==> config.mk <==
export PLATFORM = sky130hd
export DESIGN_NAME = vpu_top
export DESIGN_NICKNAME = d
export VERILOG_FILES = /design/src/hw/vpu_pkg.sv /design/src/hw/vpu_decoder.sv /design/src/hw/vpu_ctrl_fsm.sv /design/src/hw/vpu_lane_counter.sv /design/src/hw/vpu_vreg_file.sv /design/src/hw/vpu_exec_unit.sv /design/src/hw/vpu_top.sv
export SDC_FILE = /design/constraint.sdc
export NUM_CORES = 2
export LEC_CHECK = 0
export ABC_CLOCK_PERIOD_IN_PS = 9200
export BUFFER_PORTS_ARGS = -buffer_cell sky130_fd_sc_hd__clkbuf_2
export CORE_MARGIN = 1.5
export CORE_UTILIZATION = 28
export DETAILED_ROUTE_END_ITERATION = 6
export SYNTH_ARGS = -nofsm -noshare
export SYNTH_HDL_FRONTEND = slang
export SYNTH_HIERARCHICAL = 1
export SYNTH_SLANG_ARGS = --single-unit
==> constraint.sdc <==
create_clock -name clk -period 9.2 [get_ports clk]
set_input_delay 1.38 -clock clk [delete_from_list [all_inputs] [get_ports clk]]
set_output_delay 1.38 -clock clk [all_outputs]
set_load 0.05 [all_outputs]
==> src/hw/vpu_pkg.sv <==
package vpu_pkg;

    // --------------------
    // widths
    // --------------------
    localparam int ELEM_W = 16;
    localparam int REG_AW = 3;

    // --------------------
    // instruction format
    // --------------------
    typedef enum logic [3:0] {
        OP_FADD  = 4'd0,
        OP_FADD3 = 4'd1,
        OP_FSUB  = 4'd2,
        OP_FMAX2 = 4'd3,
        OP_FMAX3 = 4'd4,
        OP_FAVG2 = 4'd5,
        OP_FAVG3 = 4'd6,
        OP_FSUM  = 4'd7,
        OP_FMAX  = 4'd8
    } vpu_opcode_e;

    typedef struct packed {
        vpu_opcode_e       opcode;
        logic [REG_AW-1:0] src0;
        logic [REG_AW-1:0] src1;
        logic [REG_AW-1:0] src2;
        logic [REG_AW-1:0] dst0;
    } vpu_instr_t;

    // --------------------
    // decoded control
    // --------------------
    // one bit per kept function, all zero for an unknown opcode
    typedef struct packed {
        logic add2;
        logic add3;
        logic sub;
        logic max2;
        logic max3;
        logic avg2;
        logic avg3;
        logic sum;
        logic max;
    } vpu_fn_sel_t;

    typedef enum logic {
        EXEC = 1'b0,
        RED  = 1'b1
    } vpu_op_type_e;

    typedef struct packed {
        logic [2:0]        rvalid;
        vpu_fn_sel_t       fn;
        vpu_op_type_e      op_type;
        logic [REG_AW-1:0] raddr0;
        logic [REG_AW-1:0] raddr1;
        logic [REG_AW-1:0] raddr2;
        logic [REG_AW-1:0] waddr;
    } vpu_decoded_t;

    typedef enum logic [1:0] {
        S_IDLE  = 2'd0,
        S_READ  = 2'd1,
        S_EXEC  = 2'd2,
        S_WRITE = 2'd3
    } vpu_state_e;

endpackage

==> src/hw/vpu_decoder.sv <==
`timescale 1ns/1ps

module vpu_decoder (
    input  logic                  clk,
    input  logic                  rst_n,
    input  logic                  req_valid,
    input  vpu_pkg::vpu_instr_t   req_instr,
    output logic                  req_ready,
    output logic                  ctrl_valid,
    input  logic                  ctrl_ready,
    output vpu_pkg::vpu_decoded_t decoded
);
    import vpu_pkg::*;

    vpu_instr_t instr_q;

    // handshake goes straight through to the controller
    assign req_ready  = ctrl_ready;
    assign ctrl_valid = req_valid;

    always_ff @(posedge clk) begin
        if (!rst_n) begin
            instr_q <= '0;
        end else if (req_valid && ctrl_ready) begin
            instr_q <= req_instr;
        end
    end

    always_comb begin
        decoded = '0;

        // read-port mask
        case (instr_q.opcode)
            OP_FSUM, OP_FMAX:             decoded.rvalid = 3'b001;
            OP_FADD3, OP_FMAX3, OP_FAVG3: decoded.rvalid = 3'b111;
            default:                      decoded.rvalid = 3'b011;
        endcase

        // function select and op type
        decoded.op_type = EXEC;
        case (instr_q.opcode)
            OP_FADD:  decoded.fn.add2 = 1'b1;
            OP_FADD3: decoded.fn.add3 = 1'b1;
            OP_FSUB:  decoded.fn.sub  = 1'b1;
            OP_FMAX2: decoded.fn.max2 = 1'b1;
            OP_FMAX3: decoded.fn.max3 = 1'b1;
            OP_FAVG2: decoded.fn.avg2 = 1'b1;
            OP_FAVG3: decoded.fn.avg3 = 1'b1;
            OP_FSUM: begin
                decoded.fn.sum  = 1'b1;
                decoded.op_type = RED;
            end
            OP_FMAX: begin
                decoded.fn.max  = 1'b1;
                decoded.op_type = RED;
            end
            default:  decoded.fn = '0;
        endcase

        decoded.raddr0 = instr_q.src0;
        decoded.raddr1 = instr_q.src1;
        decoded.raddr2 = instr_q.src2;
        decoded.waddr  = instr_q.dst0;
    end

    // the exec unit relies on at most one function being selected
    a_fn_onehot: assert property (@(posedge clk) disable iff (!rst_n)
        $onehot0(decoded.fn));

endmodule

==> src/hw/vpu_ctrl_fsm.sv <==
`timescale 1ns/1ps

module vpu_ctrl_fsm #(
    parameter int LANES = 4
) (
    input  logic                  clk,
    input  logic                  rst_n,
    input  logic                  ctrl_valid,
    output logic                  ctrl_ready,
    input  vpu_pkg::vpu_op_type_e op_type,
    input  logic                  last_lane,
    output logic                  rd_en,
    output logic                  exec_start,
    output logic                  wr_en,
    output logic                  done
);
    import vpu_pkg::*;

    localparam int CW = $clog2(LANES) + 1;

    vpu_state_e    state;
    vpu_state_e    state_n;
    logic [CW-1:0] exec_cnt;

    always_comb begin
        state_n = state;
        case (state)
            S_IDLE:  if (ctrl_valid && ctrl_ready) state_n = S_READ;
            S_READ:  state_n = S_EXEC;
            // reductions stay until the lane counter reaches the end
            S_EXEC:  if (op_type == EXEC || last_lane) state_n = S_WRITE;
            S_WRITE: state_n = S_IDLE;
            default: state_n = S_IDLE;
        endcase
    end

    always_ff @(posedge clk) begin
        if (!rst_n) begin
            state      <= S_IDLE;
            ctrl_ready <= 1'b1;
            exec_start <= 1'b0;
            done       <= 1'b0;
        end else begin
            state      <= state_n;
            ctrl_ready <= (state_n == S_IDLE);
            exec_start <= (state_n == S_EXEC) && (state != S_EXEC);
            done       <= (state_n == S_WRITE);
        end
    end

    // cycles spent in exec, only watched by the check below
    always_ff @(posedge clk) begin
        if (!rst_n) begin
            exec_cnt <= '0;
        end else if (state == S_EXEC) begin
            exec_cnt <= exec_cnt + 1'b1;
        end else begin
            exec_cnt <= '0;
        end
    end

    assign rd_en = (state == S_READ);
    assign wr_en = (state == S_WRITE);

    a_done_with_write: assert property (@(posedge clk) disable iff (!rst_n)
        wr_en == done);

    a_ready_idle_only: assert property (@(posedge clk) disable iff (!rst_n)
        ctrl_ready |-> state == S_IDLE);

    // lane counter must release a reduction within LANES cycles
    a_exec_bounded: assert property (@(posedge clk) disable iff (!rst_n)
        state == S_EXEC |-> exec_cnt < CW'(LANES));

endmodule

==> src/hw/vpu_lane_counter.sv <==
`timescale 1ns/1ps

module vpu_lane_counter #(
    parameter int LANES = 4
) (
    input  logic                       clk,
    input  logic                       rst_n,
    input  logic                       exec_start,
    output logic [$clog2(LANES)-1:0]   lane_idx,
    output logic                       last_lane
);
    localparam int              LW   = $clog2(LANES);
    localparam logic [LW-1:0]   LAST = LW'(LANES - 1);

    logic [LW-1:0] cnt;

    // lane 0 is the start cycle itself, so the count resumes at 1
    always_ff @(posedge clk) begin
        if (!rst_n) begin
            cnt <= '0;
        end else if (exec_start) begin
            cnt <= LW'(1);
        end else if (cnt != LAST) begin
            cnt <= cnt + 1'b1;
        end
    end

    assign lane_idx  = exec_start ? '0 : cnt;
    assign last_lane = (lane_idx == LAST);

    a_cnt_range: assert property (@(posedge clk) disable iff (!rst_n)
        cnt <= LAST);

endmodule

==> src/hw/vpu_vreg_file.sv <==
`timescale 1ns/1ps

module vpu_vreg_file #(
    parameter int LANES = 4
) (
    input  logic                                     clk,
    input  logic                                     rst_n,
    input  logic                                     rd_en,
    input  logic [2:0]                               rvalid,
    input  logic [vpu_pkg::REG_AW-1:0]               raddr0,
    input  logic [vpu_pkg::REG_AW-1:0]               raddr1,
    input  logic [vpu_pkg::REG_AW-1:0]               raddr2,
    input  logic                                     wr_en,
    input  logic [vpu_pkg::REG_AW-1:0]               waddr,
    input  logic [LANES-1:0][vpu_pkg::ELEM_W-1:0]    wdata,
    input  logic                                     host_wr_en,
    input  logic [vpu_pkg::REG_AW-1:0]               host_waddr,
    input  logic [LANES-1:0][vpu_pkg::ELEM_W-1:0]    host_wdata,
    input  logic [vpu_pkg::REG_AW-1:0]               host_raddr,
    output logic [LANES-1:0][vpu_pkg::ELEM_W-1:0]    op0,
    output logic [LANES-1:0][vpu_pkg::ELEM_W-1:0]    op1,
    output logic [LANES-1:0][vpu_pkg::ELEM_W-1:0]    op2,
    output logic [LANES-1:0][vpu_pkg::ELEM_W-1:0]    host_rdata
);
    import vpu_pkg::*;

    localparam int NREG = 2 ** REG_AW;

    typedef logic [LANES-1:0][ELEM_W-1:0] vec_t;

    vec_t regs [NREG];

    always_ff @(posedge clk) begin
        if (!rst_n) begin
            for (int i = 0; i < NREG; i++) begin
                regs[i] <= '0;
            end
            op0 <= '0;
            op1 <= '0;
            op2 <= '0;
        end else begin
            // write-back has priority, host writes only while idle
            if (wr_en) begin
                regs[waddr] <= wdata;
            end else if (host_wr_en) begin
                regs[host_waddr] <= host_wdata;
            end
            // unused ports read as zero
            if (rd_en) begin
                op0 <= rvalid[0] ? regs[raddr0] : '0;
                op1 <= rvalid[1] ? regs[raddr1] : '0;
                op2 <= rvalid[2] ? regs[raddr2] : '0;
            end
        end
    end

    assign host_rdata = regs[host_raddr];

    a_no_write_clash: assert property (@(posedge clk) disable iff (!rst_n)
        !(wr_en && host_wr_en));

endmodule

==> src/hw/vpu_exec_unit.sv <==
`timescale 1ns/1ps

module vpu_exec_unit #(
    parameter int LANES = 4
) (
    input  logic                                     clk,
    input  logic                                     rst_n,
    input  logic                                     exec_start,
    input  vpu_pkg::vpu_fn_sel_t                     fn,
    input  vpu_pkg::vpu_op_type_e                    op_type,
    input  logic [$clog2(LANES)-1:0]                 lane_idx,
    input  logic [LANES-1:0][vpu_pkg::ELEM_W-1:0]    op0,
    input  logic [LANES-1:0][vpu_pkg::ELEM_W-1:0]    op1,
    input  logic [LANES-1:0][vpu_pkg::ELEM_W-1:0]    op2,
    output logic [LANES-1:0][vpu_pkg::ELEM_W-1:0]    result
);
    import vpu_pkg::*;

    localparam int                       LW   = $clog2(LANES);
    localparam logic [LW-1:0]            LAST = LW'(LANES - 1);

    typedef logic [LANES-1:0][ELEM_W-1:0] vec_t;

    vec_t                     ew;
    logic                     red_active;
    logic signed [ELEM_W-1:0] acc;
    logic signed [ELEM_W-1:0] lane_v;
    logic signed [ELEM_W-1:0] fold_v;

    // --------------------
    // element-wise lanes
    // --------------------
    for (genvar i = 0; i < LANES; i++) begin : g_lane
        logic signed [ELEM_W-1:0] a, b, c, m2, res;
        logic signed [ELEM_W:0]   s2w;
        logic signed [ELEM_W+1:0] s3w, q3;

        assign a   = op0[i];
        assign b   = op1[i];
        assign c   = op2[i];
        assign m2  = (a > b) ? a : b;
        // widened sums so the averages see no overflow
        assign s2w = a + b;
        assign s3w = a + b + c;
        // signed divide truncates toward zero
        assign q3  = s3w / 3;

        always_comb begin
            res = '0;
            if (fn.add2)      res = a + b;
            else if (fn.add3) res = a + b + c;
            else if (fn.sub)  res = a - b;
            else if (fn.max2) res = m2;
            else if (fn.max3) res = (m2 > c) ? m2 : c;
            else if (fn.avg2) res = s2w[ELEM_W:1];
            else if (fn.avg3) res = q3[ELEM_W-1:0];
        end

        assign ew[i] = res;
    end

    // --------------------
    // reduction
    // --------------------
    // lane 0 of the result register is the accumulator
    assign acc    = result[0];
    assign lane_v = op0[lane_idx];

    always_comb begin
        fold_v = acc;
        if (fn.sum)      fold_v = acc + lane_v;
        else if (fn.max) fold_v = (lane_v > acc) ? lane_v : acc;
    end

    always_ff @(posedge clk) begin
        if (!rst_n) begin
            result     <= '0;
            red_active <= 1'b0;
        end else if (exec_start) begin
            if (op_type == RED) begin
                result     <= vec_t'(op0[0]);
                red_active <= 1'b1;
            end else begin
                result <= ew;
            end
        end else if (red_active) begin
            result[0] <= fold_v;
            if (lane_idx == LAST) red_active <= 1'b0;
        end
    end

endmodule

==> src/hw/vpu_top.sv <==
`timescale 1ns/1ps

module vpu_top #(
    parameter int LANES = 4
) (
    input  logic                                     clk,
    input  logic                                     rst_n,
    input  logic                                     req_valid,
    input  vpu_pkg::vpu_instr_t                      req_instr,
    output logic                                     req_ready,
    input  logic                                     host_wr_en,
    input  logic [vpu_pkg::REG_AW-1:0]               host_waddr,
    input  logic [LANES-1:0][vpu_pkg::ELEM_W-1:0]    host_wdata,
    input  logic [vpu_pkg::REG_AW-1:0]               host_raddr,
    output logic [LANES-1:0][vpu_pkg::ELEM_W-1:0]    host_rdata,
    output logic                                     done
);
    import vpu_pkg::*;

    logic                            ctrl_valid;
    logic                            ctrl_ready;
    vpu_decoded_t                    decoded;
    logic                            rd_en;
    logic                            exec_start;
    logic                            wr_en;
    logic                            last_lane;
    logic [$clog2(LANES)-1:0]        lane_idx;
    logic [LANES-1:0][ELEM_W-1:0]    op0;
    logic [LANES-1:0][ELEM_W-1:0]    op1;
    logic [LANES-1:0][ELEM_W-1:0]    op2;
    logic [LANES-1:0][ELEM_W-1:0]    result;

    vpu_decoder u_dec (
        .clk        (clk),
        .rst_n      (rst_n),
        .req_valid  (req_valid),
        .req_instr  (req_instr),
        .req_ready  (req_ready),
        .ctrl_valid (ctrl_valid),
        .ctrl_ready (ctrl_ready),
        .decoded    (decoded)
    );

    vpu_ctrl_fsm #(.LANES(LANES)) u_fsm (
        .clk        (clk),
        .rst_n      (rst_n),
        .ctrl_valid (ctrl_valid),
        .ctrl_ready (ctrl_ready),
        .op_type    (decoded.op_type),
        .last_lane  (last_lane),
        .rd_en      (rd_en),
        .exec_start (exec_start),
        .wr_en      (wr_en),
        .done       (done)
    );

    vpu_lane_counter #(.LANES(LANES)) u_lane (
        .clk        (clk),
        .rst_n      (rst_n),
        .exec_start (exec_start),
        .lane_idx   (lane_idx),
        .last_lane  (last_lane)
    );

    vpu_vreg_file #(.LANES(LANES)) u_rf (
        .clk        (clk),
        .rst_n      (rst_n),
        .rd_en      (rd_en),
        .rvalid     (decoded.rvalid),
        .raddr0     (decoded.raddr0),
        .raddr1     (decoded.raddr1),
        .raddr2     (decoded.raddr2),
        .wr_en      (wr_en),
        .waddr      (decoded.waddr),
        .wdata      (result),
        .host_wr_en (host_wr_en),
        .host_waddr (host_waddr),
        .host_wdata (host_wdata),
        .host_raddr (host_raddr),
        .op0        (op0),
        .op1        (op1),
        .op2        (op2),
        .host_rdata (host_rdata)
    );

    vpu_exec_unit #(.LANES(LANES)) u_exe (
        .clk        (clk),
        .rst_n      (rst_n),
        .exec_start (exec_start),
        .fn         (decoded.fn),
        .op_type    (decoded.op_type),
        .lane_idx   (lane_idx),
        .op0        (op0),
        .op1        (op1),
        .op2        (op2),
        .result     (result)
    );

endmodule

Word level (Yosys, flattened, before mapping) --
Memory sizes are Yosys's and may differ from the RTL's. A register that Yosys moved wholly into a read port is not among the register bits. Cells that the tools add are included.
Word-level totals: register bits 216, logic and storage cells 186, bits in writable memories 512, memories 1, input port bits 90, output and inout bits 66
Memories:
- u_rf.regs | words 8, bits a word 64, rd ports 4, clocked after memory_dff 3, write ports 8, RTL line vpu_vreg_file.sv:31 | vec_t regs [NREG];
Cells by class: add/sub/neg operators 26, bitwise gates (word level) 2, eq/ne operators 17, magnitude comparators 10, mux-type cells 85, divide/modulo/power cells 4, reductions and logical operators 17
Operator list (count):
- $mux 16 | 42
- $mux 64 | 5
- $add 16x16->16 | 9
- $gt 16x16->1 | 9
- $add 16x16->17 | 8
- $div 32x3->32 const B | 4
- $reduce_or 64->1 | 2
- $add 17x16->18 | 4
- $sub 16x16->16 | 4
- $bmux 16 s2 | 1
- $mux 1 | 26
- $mux 3 | 6
- $eq 4x3->1 const B | 4
- $eq 2x2->1 const B | 5
- $eq 4x2->1 const B | 2
- $pmux 2 s4 | 1
- $mux 2 | 3
- $pmux 3 s2 | 1
- $reduce_bool 3->1 | 2
- $eq 4x1->1 const B | 1
- $eq 4x4->1 const B | 1
- $logic_not 2->1 | 2
- $logic_not 4->1 | 1
- $ne 2x2->1 const B | 2
- 12 further kinds | 16

Logic depth before layout (Yosys ltp) --
depth after elaboration 12, mapped depth 47, depth with buffers taken out 43

Hierarchy --
Netlist, hierarchy kept.
Modules (own cells, without submodules):
- vpu_vreg_file | cells an instance 3549, times used 1, sequential area each 19218.4 um^2, area each 42455.7 um^2
- vpu_exec_unit | cells an instance 4644, times used 1, sequential area each 1301.2 um^2, area each 32615.0 um^2
- vpu_decoder | cells an instance 112, times used 1, sequential area each 320.3 um^2, area each 917.1 um^2
- vpu_ctrl_fsm | cells an instance 21, times used 1, sequential area each 100.1 um^2, area each 232.7 um^2
- vpu_lane_counter | cells an instance 10, times used 1, sequential area each 40.0 um^2, area each 112.6 um^2

Worst setup path after synthesis --
Ideal clock, no wire load.
path kind register to register, start point reg u_rf/op0[49] in the netlist's numbering, read port of u_rf.regs, end point reg u_exe/result[52] in the netlist's numbering, period minus slack after synthesis 9022 ps, arrival time 8893 ps, data required time 9071 ps, path slack 178 ps, setup time 129 ps, cell stages (with the launch flop) 42, buffers on the path 3, cells stage by stage dfxtp_1 -> inv_1 -> fa_1 -> inv_1 -> ha_1 -> inv_1 -> fa_1 -> nand2b_1 -> a21o_1 -> a211oi_4 -> nand4_1 -> or2_2 -> nor3_1 -> a211oi_1 -> nor2_1 -> mux2_2 -> o22ai_2 -> buf_2 -> [... 6 more ...] -> buf_6 -> a221o_1 -> nor2_1 -> inv_1 -> ha_1 -> inv_1 -> o2111a_1 -> a221oi_4 -> nor4_1 -> ha_1 -> inv_1 -> a21oi_1 -> and3_1 -> nor3_1 -> a221oi_1 -> o21ai_0 -> a221oi_1 -> o31ai_1
On the way: word-level cells in the longest chain between the ends 11, elaborated cells on any way between the ends 19, those cells by class add/sub: 6; div: 1; order compare: 2; mux: 10
RTL lines:
- start, declared | RTL line vpu_vreg_file.sv:20 | output logic [LANES-1:0][vpu_pkg::ELEM_W-1:0] op0,
- $add 16x16->17 | RTL line vpu_exec_unit.sv:43, vpu_exec_unit.sv:44
- $add 17x16->18 | RTL line vpu_exec_unit.sv:44 | assign s3w = a + b + c;
- $div 32x3->32 | RTL line vpu_exec_unit.sv:46 | assign q3 = s3w / 3;
- $mux 16 | RTL line vpu_exec_unit.sv:56 | else if (fn.avg3) res = q3[ELEM_W-1:0];
- $mux 16 | RTL line vpu_exec_unit.sv:55 | else if (fn.avg2) res = s2w[ELEM_W:1];
- $mux 16 | RTL line vpu_exec_unit.sv:54 | else if (fn.max3) res = (m2 > c) ? m2 : c;
- $mux 16 | RTL line vpu_exec_unit.sv:53 | else if (fn.max2) res = m2;
- $mux 16 | RTL line vpu_exec_unit.sv:52 | else if (fn.sub) res = a - b;
- $mux 16 | RTL line vpu_exec_unit.sv:51 | else if (fn.add3) res = a + b + c;
- $mux 16 (*) | RTL line vpu_exec_unit.sv:50 | if (fn.add2) res = a + b;
- $mux 64 (*) | RTL line vpu_exec_unit.sv:80 | if (op_type == RED) begin
- end signal, assigned | RTL line vpu_exec_unit.sv:81 | result <= vec_t'(op0[0]);
- end signal, assigned | RTL line vpu_exec_unit.sv:84 | result <= ew;
- end, declared | RTL line vpu_exec_unit.sv:15 | output logic [LANES-1:0][vpu_pkg::ELEM_W-1:0] result
Every way passes the cells marked *; elsewhere a longest branch is shown, timed or not. A chain may end at the register's enable or synchronous reset.

Worst setup path in the final report --
Same ends and word-level chain as after synthesis.

==> flow_summary.toml <==
[route]
vias = 73476
ant_nets = 0
drtPass1Iterations = 7
drt_wl_total_mm = 334.9
drc_errors = 4
wl_per_cell_um = 27.11
drt_iter0_markers = 9044
vias_per_cell = 5.948

[cts]
htreeDepth = 3
clk_pin_slew_ps = 60
clock-sinks = 792
insertion_delay_ps = 780
clockBufferDepth = 3
cts-buffers-inserted = 86
cts_tree = "built"
holdBufCountCts = 0
cts_root_buf = "clkbuf_16"

[pwr]
irDropWorstVdd_v = 0.0008812
p_total_uw = 41740
power_density_nw_per_um2 = 473.3
leakage_uw = 0.03222

[place]
routabilityCongestion = 0.9812
placed_cells = 12135
port_buffers = 155
dpl.hpwl_mm = 229.1

[synth]
synth-seq-cells = 792
synth_fp_nets = 8871
synthTopCellsByArea = "edfxtp_1 20%, mux4_2 9.9%, dfxtp_1 7.3%, ha_1 6.0%, mux2i_1 5.7%"
syn_inst = 8336
synth_top_area_share_pct = 20.14
synth_edf_count = 512
ys_types = 146
yosysWarnings = 6
avgSynthCellArea_um2 = 9.157
yosys_most_used_dff = "edfxtp_1"
syn-cell-area_um2 = 76330
yosys.area.top_type = "edfxtp_1"
synthArstFlopShare_pct = 0
synth_seq_area_share_pct = 27.48

[cells_and_area]
fillerInstances = 27966
drive_gt1_share_pct = 20.57
fin_nets = 9240
area_delta_synth_final_pct = 15.52
fin_cells = 12353
layout_commonest_cell = "nor2_1"
most-common-layout-cells = "960 x nor2_1, 758 x nand2_1, 666 x buf_4"

[job]
cap_violations = 0

[worst_setup_path]
path_buf_inv = 9
crit_type = "flop to flop"
start_kind = "flop"
worstSetupPathDepth = 43
critical-path-slowest-cell = "fa_1"
cpPeakStageDelay_ps = 470
r2r_slack_ps = 290
cp_data_arrival_time_ps = 9540
critPathTopFamily = "compound AO/OA/AOI/OAI gates"
cp-end-kind = "flop"
worst-path-max-fanout = 5
reg2regPathDepth = 43
required_ps = 9820

[sta]
fin_skew_ps = 63.66
fmax_ghz = 0.1122
min_period_over_period_pct = 96.88
period_minus_slack_ps = 8913
slew_headroom_pct = 13.84
worst_pin_slew_ps = 1291
setup_viol = 0
grt_setup_unrepaired = "true"
timing_hold_violations_final = 0
timing.final.max_slew_violations = 0

[run_status]
status = "finished, violations left"
violations = "design-rule violations"

[global_routing]
grt_max_degree = 101
track_usage_pct = 23.11
antenna_found_initial = 10
grt_pass1_wl_mm = 480.1
overflow = 0
grt_pass1_vias = 70570

[floorplanning]
fp.dieW_um = 525.1
fp.dieArea_um2 = 275800
start_util_pct = 28.17
die_h_um = 525.1
pin_count = 156
num_rows = 191
core_area_um2 = 271000

[min_path]
hold_depth = 2
worstHoldPathType = "flop to flop"
## registers in the layout, indices dropped and copies added (netlist names), 4 cells and up
signal / flops
u_dec/instr_q: 4
u_exe/acc: 16
u_exe/result: 48
u_rf/regs: 512
u_dec/decoded: 12
u_rf/op0: 64
u_rf/op2: 64
u_rf/op1: 64
## path summary, 6_finish.rpt
| path | start | end |
|---|---|---|
| min reg2reg | u_exe/red_active | u_exe/red_active |
| max reg2reg | u_rf/op0[49] | u_exe/result[52] |
| min | u_exe/red_active | u_exe/red_active |
| max | u_rf/op0[49] | u_exe/result[52] |
## cells in the mapped netlist (73+ instances only)
library cell and n:
nor2_1 978, nand2_1 777, a21oi_1 613, edfxtp_1 512, o21ai_0 505, mux2i_1 433
ha_1 364, inv_1 344, mux4_2 336, clkbuf_1 287, dfxtp_1 280, nand2b_1 256
xnor2_1 232, a22oi_1 217, xor2_1 124, nor3_1 112, nand3_1 107, buf_2 103
a21o_1 92, o21bai_1 82, fa_1 81, nand4_1 78, mux2_2 73
## through the flow
stage	setup WS [ps]	hold slack, ps	instance area (µm²)	TNS (ps)	utilization (%)
finish	286.7	476.6	88180	0	32.54
CTS	10.12	473.8	86680	0	31.99
global route	-106.7	500.9	88170	-563.6	32.54
global placement	-189.2	455.1	83640	-684.3	30.86
floorplan	177.5	436.4	76330	0	-
detailed placement	-257.5	464.8	83640	-1604	30.86
## layout make-up
class / instances / area [µm²] / area share [%]
clock inverter: 45 / 586.8 / 0.6655
sequential: 792 / 21020 / 23.84
antenna: 5 / 12.51 / 0.01419
clock buffer: 116 / 2357 / 2.673
inverter: 348 / 1309 / 1.484
tap: 3570 / 4467 / 5.065
timing repair buffer: 839 / 6075 / 6.889
multi-input combinational: 6638 / 52350 / 59.37
## worst min-delay path, stage by stage, from the launching register on
cell     delay, ps
dfxtp_1        320
nand2_1         60
a21oi_1         50
## layer usage
| layer | global-route usage, % | vias up | wire length (µm) | part of all wire (%) |
|---|---|---|---|---|
| met5 | 0 | - | 80 | 0.024 |
| met3 | 4.425 | 1142 | 32890 | 9.8 |
| met2 | 36.85 | 4608 | 149800 | 45 |
| met4 | 15.50 | 12 | 25700 | 7.7 |
| met1 | 28.29 | 35951 | 126400 | 38 |
| li1 | - | 31763 | - | - |
## cells by family after synthesis
| kind of cell | share of synthesized area [%] |
|---|---|
| fa+ha+maj | 8.156 |
| mux | 18.49 |
| compound gates | 20.20 |
| other cells | 0.004913 |
| simple gates | 15.58 |
| buf+inv | 5.886 |
| flops | 27.48 |
| xor+xnor | 4.199 |
## power by group
group          switching, µW  total [µW]  internal [µW]  leakage [µW]
Combinational          19800       33500          13700        0.0232
Sequential               384        4440           4050       0.00758
Clock                   1690        3770           2080       0.00142
## what timing repair did
action,CTS,global route
gates cloned,1,0
pin swaps,6,114
setup buffers,0,51
setup endpoints to repair,15,47
resized for setup,18,256
endpoints found under the hold margin,0,0
(Power assumes the default switching activity.)
